### src/verilog/sd_pkg.sv
`default_nettype none

package sd_pkg;

  // Start bit through end bit of one command on mosi
  localparam int command_frame_bits = 48;

  // Response shapes the receiver can be armed for
  typedef enum logic [1:0] {
    response_r1,
    response_r3_r7,
    response_data_block
  } sd_response_kind;

  // Supported commands, each valued by its SD command index
  typedef enum logic [5:0] {
    go_idle_state     = 6'd0,
    send_if_cond      = 6'd8,
    read_single_block = 6'd17,
    read_ocr          = 6'd58
  } sd_command;

endpackage

`default_nettype wire

### src/verilog/sd_transmitter.sv
`timescale 1ns/100ps
`default_nettype none

module sd_transmitter (
  input  logic              clock,
  input  logic              reset,
  input  logic              tx_start,
  input  sd_pkg::sd_command tx_opcode,
  input  logic [31:0]       tx_argument,
  output logic              mosi,
  output logic              tx_done
);
  import sd_pkg::*;

  localparam int count_bits = $clog2(command_frame_bits);

  typedef enum logic {
    idle,
    shift
  } tx_state_t;

  tx_state_t               state;
  logic [command_frame_bits-1:0] frame;
  logic [count_bits-1:0]   bit_count;
  logic [39:0]             frame_head;
  logic [6:0]              crc7;

  // Serial CRC7, polynomial x^7 + x^3 + 1, MSB first
  function automatic logic [6:0] compute_crc7(input logic [39:0] bits);
    logic [6:0] crc;
    logic       feedback;
    crc = 7'd0;
    for (int i = 39; i >= 0; i--) begin
      feedback = crc[6] ^ bits[i];
      crc = {crc[5:0], 1'b0};
      if (feedback) begin
        crc = crc ^ 7'h09;
      end
    end
    return crc;
  endfunction

  // Start bit, transmission bit, index and argument
  assign frame_head = {2'b01, tx_opcode, tx_argument};
  assign crc7 = compute_crc7(frame_head);

  // Line rests high between frames
  assign mosi = (state == shift) ? frame[command_frame_bits-1] : 1'b1;

  always_ff @(posedge clock) begin
    if (reset) begin
      state <= idle;
      bit_count <= '0;
      tx_done <= 1'b0;
    end else begin
      tx_done <= 1'b0;
      case (state)
        idle: begin
          if (tx_start) begin
            bit_count <= count_bits'(command_frame_bits - 1);
            state <= shift;
          end
        end
        shift: begin
          if (bit_count == '0) begin
            // Last bit is on the pin this cycle
            tx_done <= 1'b1;
            state <= idle;
          end else begin
            bit_count <= bit_count - 1'b1;
          end
        end
        default: state <= idle;
      endcase
    end
  end

  always_ff @(posedge clock) begin
    if (state == idle && tx_start) begin
      frame <= {frame_head, crc7, 1'b1};
    end else if (state == shift) begin
      frame <= {frame[command_frame_bits-2:0], 1'b1};
    end
  end

endmodule

`default_nettype wire
### config.mk
export PLATFORM = sky130hd
export DESIGN_NAME = sd_transmitter
export DESIGN_NICKNAME = d
export VERILOG_FILES = /design/src/verilog/sd_pkg.sv /design/src/verilog/sd_transmitter.sv
export SDC_FILE = /design/constraint.sdc
export NUM_CORES = 1
export LEC_CHECK = 0
export BUFFER_PORTS_ARGS = -buffer_cell sky130_fd_sc_hd__buf_2
export CORE_ASPECT_RATIO = 1.25
export CORE_MARGIN = 2
export CORE_UTILIZATION = 40
export CTS_CLUSTER_DIAMETER = 60
export DETAILED_ROUTE_END_ITERATION = 16
export SETUP_SLACK_MARGIN = 0.05
export SLEW_MARGIN = 20
export SYNTH_ARGS = -nofsm -noshare
export SYNTH_HDL_FRONTEND = slang
export SYNTH_SLANG_ARGS = --single-unit
### constraint.sdc
create_clock -name clock -period 5.15 [get_ports clock]
set_input_delay 0 -clock clock [delete_from_list [all_inputs] [get_ports clock]]
set_output_delay 0 -clock clock [all_outputs]
set_load 0.02 [all_outputs]
==> results of run 1 <==
[metal layers]
metal,vias to the layer above,track usage (%),routed length (um)
met5,-,0,0
met1,994,21.7,3120
met4,0,6.43,145
li1,1078,-,-
met3,11,2.94,307
met2,56,24.6,2790
[worst max-delay path, cell delays in order]
cell           delay, ns
dlygate4sd3_1       0.53
buf_2               0.13
xor2_1              0.25
xor2_1              0.31
xnor3_1             0.53
xnor3_2             0.42
xnor3_1             0.33
nand2b_1            0.14
[flip-flops by register name, summed over array words and instances (netlist names)]
signal,cells
frame,47
state,1
bit_count,6
tx_done,1
[through the flow]
stage	instance area [sq um]	setup WS (ns)	utilization (%)	instances
floorplan	3150	3.02	-	294
global placement	3440	2.82	44.7	419
detailed placement	3440	2.80	44.7	419
CTS	3730	2.63	48.5	446
global route	3740	2.50	48.5	446
finish	3740	2.59	48.5	446
[kinds of logic (layout without fill, tap and decap cells)]
kind of cell	after synthesis	count (layout)	share of synthesized area, %
AND/OR/NAND/NOR	140	140	17.5
XOR/XNOR	63	63	27.4
flip-flops	55	55	49.2
AO/OA/AOI/OAI	19	19	3.29
buffers and inverters	15	72	1.79
adder cells (fa/ha/maj)	2	2	0.794
[cell type report]
type                            count  area [sq um]
Multi-Input combinational cell    224          1550
Tap cell                           95           119
Sequential cell                    55          1550
Inverter                            2          7.51
Clock buffer                        8           100
Fill cell                         716          3970
Timing Repair Buffer               62           408
[where the power goes]
part / total, mW / leakage [nW] / internal [mW] / switching (mW)
registers: 0.619 / 0.540 / 0.591 / 0.0272
clock network: 0.261 / 0.0515 / 0.123 / 0.138
logic: 0.606 / 1.12 / 0.354 / 0.252
[worst max-delay path by stage]
stage	startpoint	to	slack [ns]	depth (start not counted)
2_1_floorplan	tx_opcode[4]	frame[1]	3.02	6
3_3_place_gp	tx_opcode[2]	frame[1]	2.82	7
3_5_place_dp	tx_opcode[2]	frame[1]	2.80	7
4_1_cts	tx_argument[27]	frame[1]	2.63	8
5_1_grt	tx_argument[27]	frame[1]	2.50	8
6_report	tx_argument[27]	frame[1]	2.59	8
[cell usage after synthesis]
master | instances | area [sq um]
a211oi_1 | 2 | 15.0
a21boi_1 | 1 | 7.51
a21oi_1 | 5 | 25.0
a31oi_1 | 1 | 6.26
and4b_1 | 1 | 10.0
clkbuf_1 | 13 | 48.8
dfxtp_1 | 10 | 200
edfxtp_1 | 45 | 1350
ha_1 | 2 | 25.0
inv_1 | 2 | 7.51
nand2_1 | 125 | 469
nand2b_1 | 4 | 25.0
nor2_1 | 4 | 15.0
nor2b_1 | 1 | 6.26
nor3_1 | 3 | 15.0
nor4_1 | 1 | 6.26
o21ai_0 | 9 | 45.0
o21ai_1 | 1 | 5.00
or2_2 | 1 | 6.26
xnor2_1 | 30 | 263
xnor2_4 | 1 | 27.5
xnor3_1 | 13 | 293
xnor3_2 | 2 | 47.6
xnor3_4 | 3 | 78.8
xor2_1 | 12 | 105
xor3_1 | 2 | 47.6
[repair_timing]
action	in CTS	in global routing
setup buffers	0	0
endpoints found under the hold margin	25	0
hold buffers	19	0
==> results.cfg, run 1 <==
[sta]
relSlewSlack_pct = 34.6
tightest_slew_ns = 0.981
whs_ns = 0.00478
slew_viol_final = 0
max_freq_mhz = 390
fin_crit_sh_pct = 49.7
setup_viol = 0
timing.final.crit_period_ns = 2.56
hold_viol_final = 0
tns_ns = 0
rsz0062_at_grt = false
finalClockSkew_ns = 0.00626

[final_layout]
layout_common_cells = nand2_1 (125), edfxtp_1 (45), buf_2 (42), xnor2_1 (30), dlygate4sd3_1 (19)
final_common_cell = nand2_1
drive_above_1_share_pct = 16.8
diodes = 0
syn_to_final_growth_pct = 18.6
nets = 393

[detailed_routing]
wl_per_cell_um = 14.3
viasPerCell = 4.80
drtIter0Drc = 102
drc = 0
dr.pass1.iters = 4
dr_total_vias = 2139
wirelength_mm = 6.37
ant_nets = 0

[global_routing]
globalRouteOverflowTotal = 0
grt_usage_pct = 15.7
grt_pass1_wl_mm = 10.5
grt_pass1_vias = 2074
grt_start_max_net_pins = 55
antenna_found_initial = 0

[min_path]
hp-class = primary input to flop
hold_depth = 3
min_from = tx_argument[22]
hold_path_end = frame[30]

[critical_path]
start_kind = primary input
required_ns = 5.22
ff2ff_path_depth = 5
endpoint_kind = flop
reg2reg_slack_ns = 3.17
crit_arrival_ns = 2.63
rr_startpoint = state
reg2reg_to = bit_count[5]
crit_type = primary input to flop
path_max_fanout = 3

[yosys]
synth_warnings = 0
synth_cell_types = 26
synth_seq_cells = 55
ys_seq_area_share_pct = 49.2
synth_nets = 337
syn_area_sq_mm = 0.00315
avgSynthCellArea_sq_um = 10.7
synthCells = 294

[job]
max_cap_violations = 0

[power_and_ir_drop]
power.density_mw_per_mm2 = 397
leakage_nw = 1.71
p_total_mw = 1.49
ir_drop_v = 0.000201

[floorplanning]
io_pins = 43
start_util_pct = 40.9
coreArea_sq_mm = 0.00770
fp.dieH_um = 103
rows = 36
fp.dieW_um = 83.4
dieArea_sq_mm = 0.00861

[clocking]
cts_max_path_buffers = 2
cts_tree = built
clk_latency_ns = 0.31
cts_buffers = 5
htree_levels = 2
root_buffer = clkbuf_8
cts.sink_count = 55
clkTransAtPathRegs_ns = 0.10
cts_resized = 0

[placed_design]
place.gp.congestion = 0.879
dp_hpwl_mm = 4.51
io_buffers = 42

[run_status]
status = completed
No activity file was read; power rests on OpenSTA's default activity.
==> inputs of run 2 (changes only) <==
- clock period: 5.15 -> 2.1 ns (I/O delays scaled with it)
==> results.cfg, run 2 (same netlist as run 1, synthesis figures left out) <==
[run_status]
status = completed

[global_routing]
grt_pass1_wl_mm = 11.2
use_met2_pct = 28.8
grt_pass1_vias = 2254
top_usage_layer = met2
grt_usage_pct = 17.1
antenna_found_initial = 0
grt_start_max_net_pins = 46
globalRouteOverflowTotal = 0
grt_use_met3_pct = 3.33
grt.met1_usage_pct = 22.3

[power_and_ir_drop]
comb_power_share_pct = 43.4
swShare_pct = 28.0
p_switching_mw = 1.08
p_clk_share_pct = 17.0
ir_drop_v = 0.000460
leakage_nw = 1.87
p_seq_share_pct = 39.6
power.density_mw_per_mm2 = 961
cell_internal_pwr_mw = 2.77

[final_layout]
multi_input_comb_area_sq_mm = 0.00156
design_area_sq_mm = 0.00400
register_area_sq_mm = 0.00155
drive_above_1_share_pct = 23.1
largest_register_ffs = 47
regMostFlops = frame
top_regs = frame x47, bit_count x6
layout_common_cells = nand2_1 (125), edfxtp_1 (45), buf_2 (42), xnor2_1 (28), buf_4 (27)
final_common_cell = nand2_1
syn_to_final_growth_pct = 26.8
fillCellCount = 721
nets = 423
diodes = 0

[floorplanning]
fp.dieW_um = 83.4
start_util_pct = 40.9
io_pins = 43
dieArea_sq_mm = 0.00861
fp.dieH_um = 103
rows = 36
coreArea_sq_mm = 0.00770

[sta]
timing.final.crit_period_ns = 2.03
rsz0062_at_grt = true
relSlewSlack_pct = 61.3
max_freq_mhz = 493
finalClockSkew_ns = 0.00432
slew_viol_final = 0
hold_viol_final = 0
tns_ns = 0
setup_viol = 0
tightest_slew_ns = 0.580
fin_crit_sh_pct = 96.5

[detailed_routing]
dr.pass1.iters = 4
ant_nets = 0
viasPerCell = 4.73
wirelength_mm = 6.81
drtIter0Drc = 132
drc = 0
wl_per_cell_um = 14.3
dr_total_vias = 2251

[clocking]
root_buffer = clkbuf_8
cts.sink_count = 55
cts_max_path_buffers = 2
cts_tree = built
htree_levels = 2
cts_buffers = 5
clkTransAtPathRegs_ns = 0.10
clk_latency_ns = 0.32

[placed_design]
io_buffers = 42
dpl-instance-area_sq_mm = 0.00366
place.gp.congestion = 0.791
dp_hpwl_mm = 4.99

[critical_path]
required_ns = 2.15
crit_arrival_ns = 2.08
endpoint_kind = flop
path_max_fanout = 2
crit_type = primary input to flop
start_kind = primary input

[min_path]
hp-class = primary input to flop

[job]
max_cap_violations = 0
-- run 2: cell types whose count changed in the layout (fill, tap and decap cells not counted) --
cell and change:
buf_12 +1, buf_4 +26, dlygate4sd3_1 +3, or2_2 +1
or2_4 -1, xnor2_1 -2, xnor2_2 +2
-- run 2: critical path: stages --
cell	delay (ns)
dlygate4sd3_1	0.52
buf_2	0.12
xor3_1	0.45
xor3_1	0.40
xnor3_4	0.32
xnor3_1	0.21
o21ai_1	0.06
-- run 2: worst paths after layout --
kind | from | to | slack [ns] | depth (start not counted)
setup / recovery | tx_argument[18] | frame[5] | 0.07 | 7
hold / removal | tx_argument[17] | frame[25] | 0.008 | 3
setup reg to reg | state | frame[17] | 0.49 | 4
hold reg to reg | frame[46] | frame[47] | 0.47 | 2
-- run 2: cell type report --
class | instances | area share [%]
flip-flops and latches | 55 | 38.8
inverters | 2 | 0.188
multi-input cells | 224 | 39.1
well taps | 95 | 2.98
repair buffers | 92 | 16.3
clock buffers | 8 | 2.51
-- run 2: power by group through the flow --
stage / clock [mW] / combinational [mW] / sequential (mW)
3_3_place_gp: 0 / 1.59 / 1.54
6_report: 0.652 / 1.67 / 1.52
4_1_cts: 0.676 / 1.68 / 1.52
2_1_floorplan: 0 / 1.22 / 1.52
5_1_grt: 0.717 / 1.81 / 1.54
3_5_place_dp: 0 / 1.65 / 1.54
-- run 2: metrics by stage --
stage | util (%) | instances | setup WS (ns) | hold slack (ns) | total power, mW
detailed placement | 47.5 | 446 | -0.166 | 0.282 | 3.19
floorplan | - | 294 | 0.0508 | 0.111 | 2.74
global route | 51.9 | 476 | 0.0381 | 0.0252 | 4.07
CTS | 51.7 | 476 | 0.0701 | 0.00368 | 3.88
global placement | 47.5 | 446 | -0.0885 | 0.267 | 3.13
finish | 51.9 | 476 | 0.0733 | 0.00763 | 3.84
-- run 2: routing by layer --
metal  wire [um]  share of wire [%]
met1        3130                 46
met2        3280                 48
met3         281                4.1
met4         108                1.6
met5           0                  0
-- run 2: what timing repair did --
action / 4_1_cts / 5_1_grt
hold buffers: 22 / 0
setup buffers: 0 / 0
resized for setup: 0 / 2
setup endpoints to repair: 0 / 3
hold endpoints to repair: 29 / 0
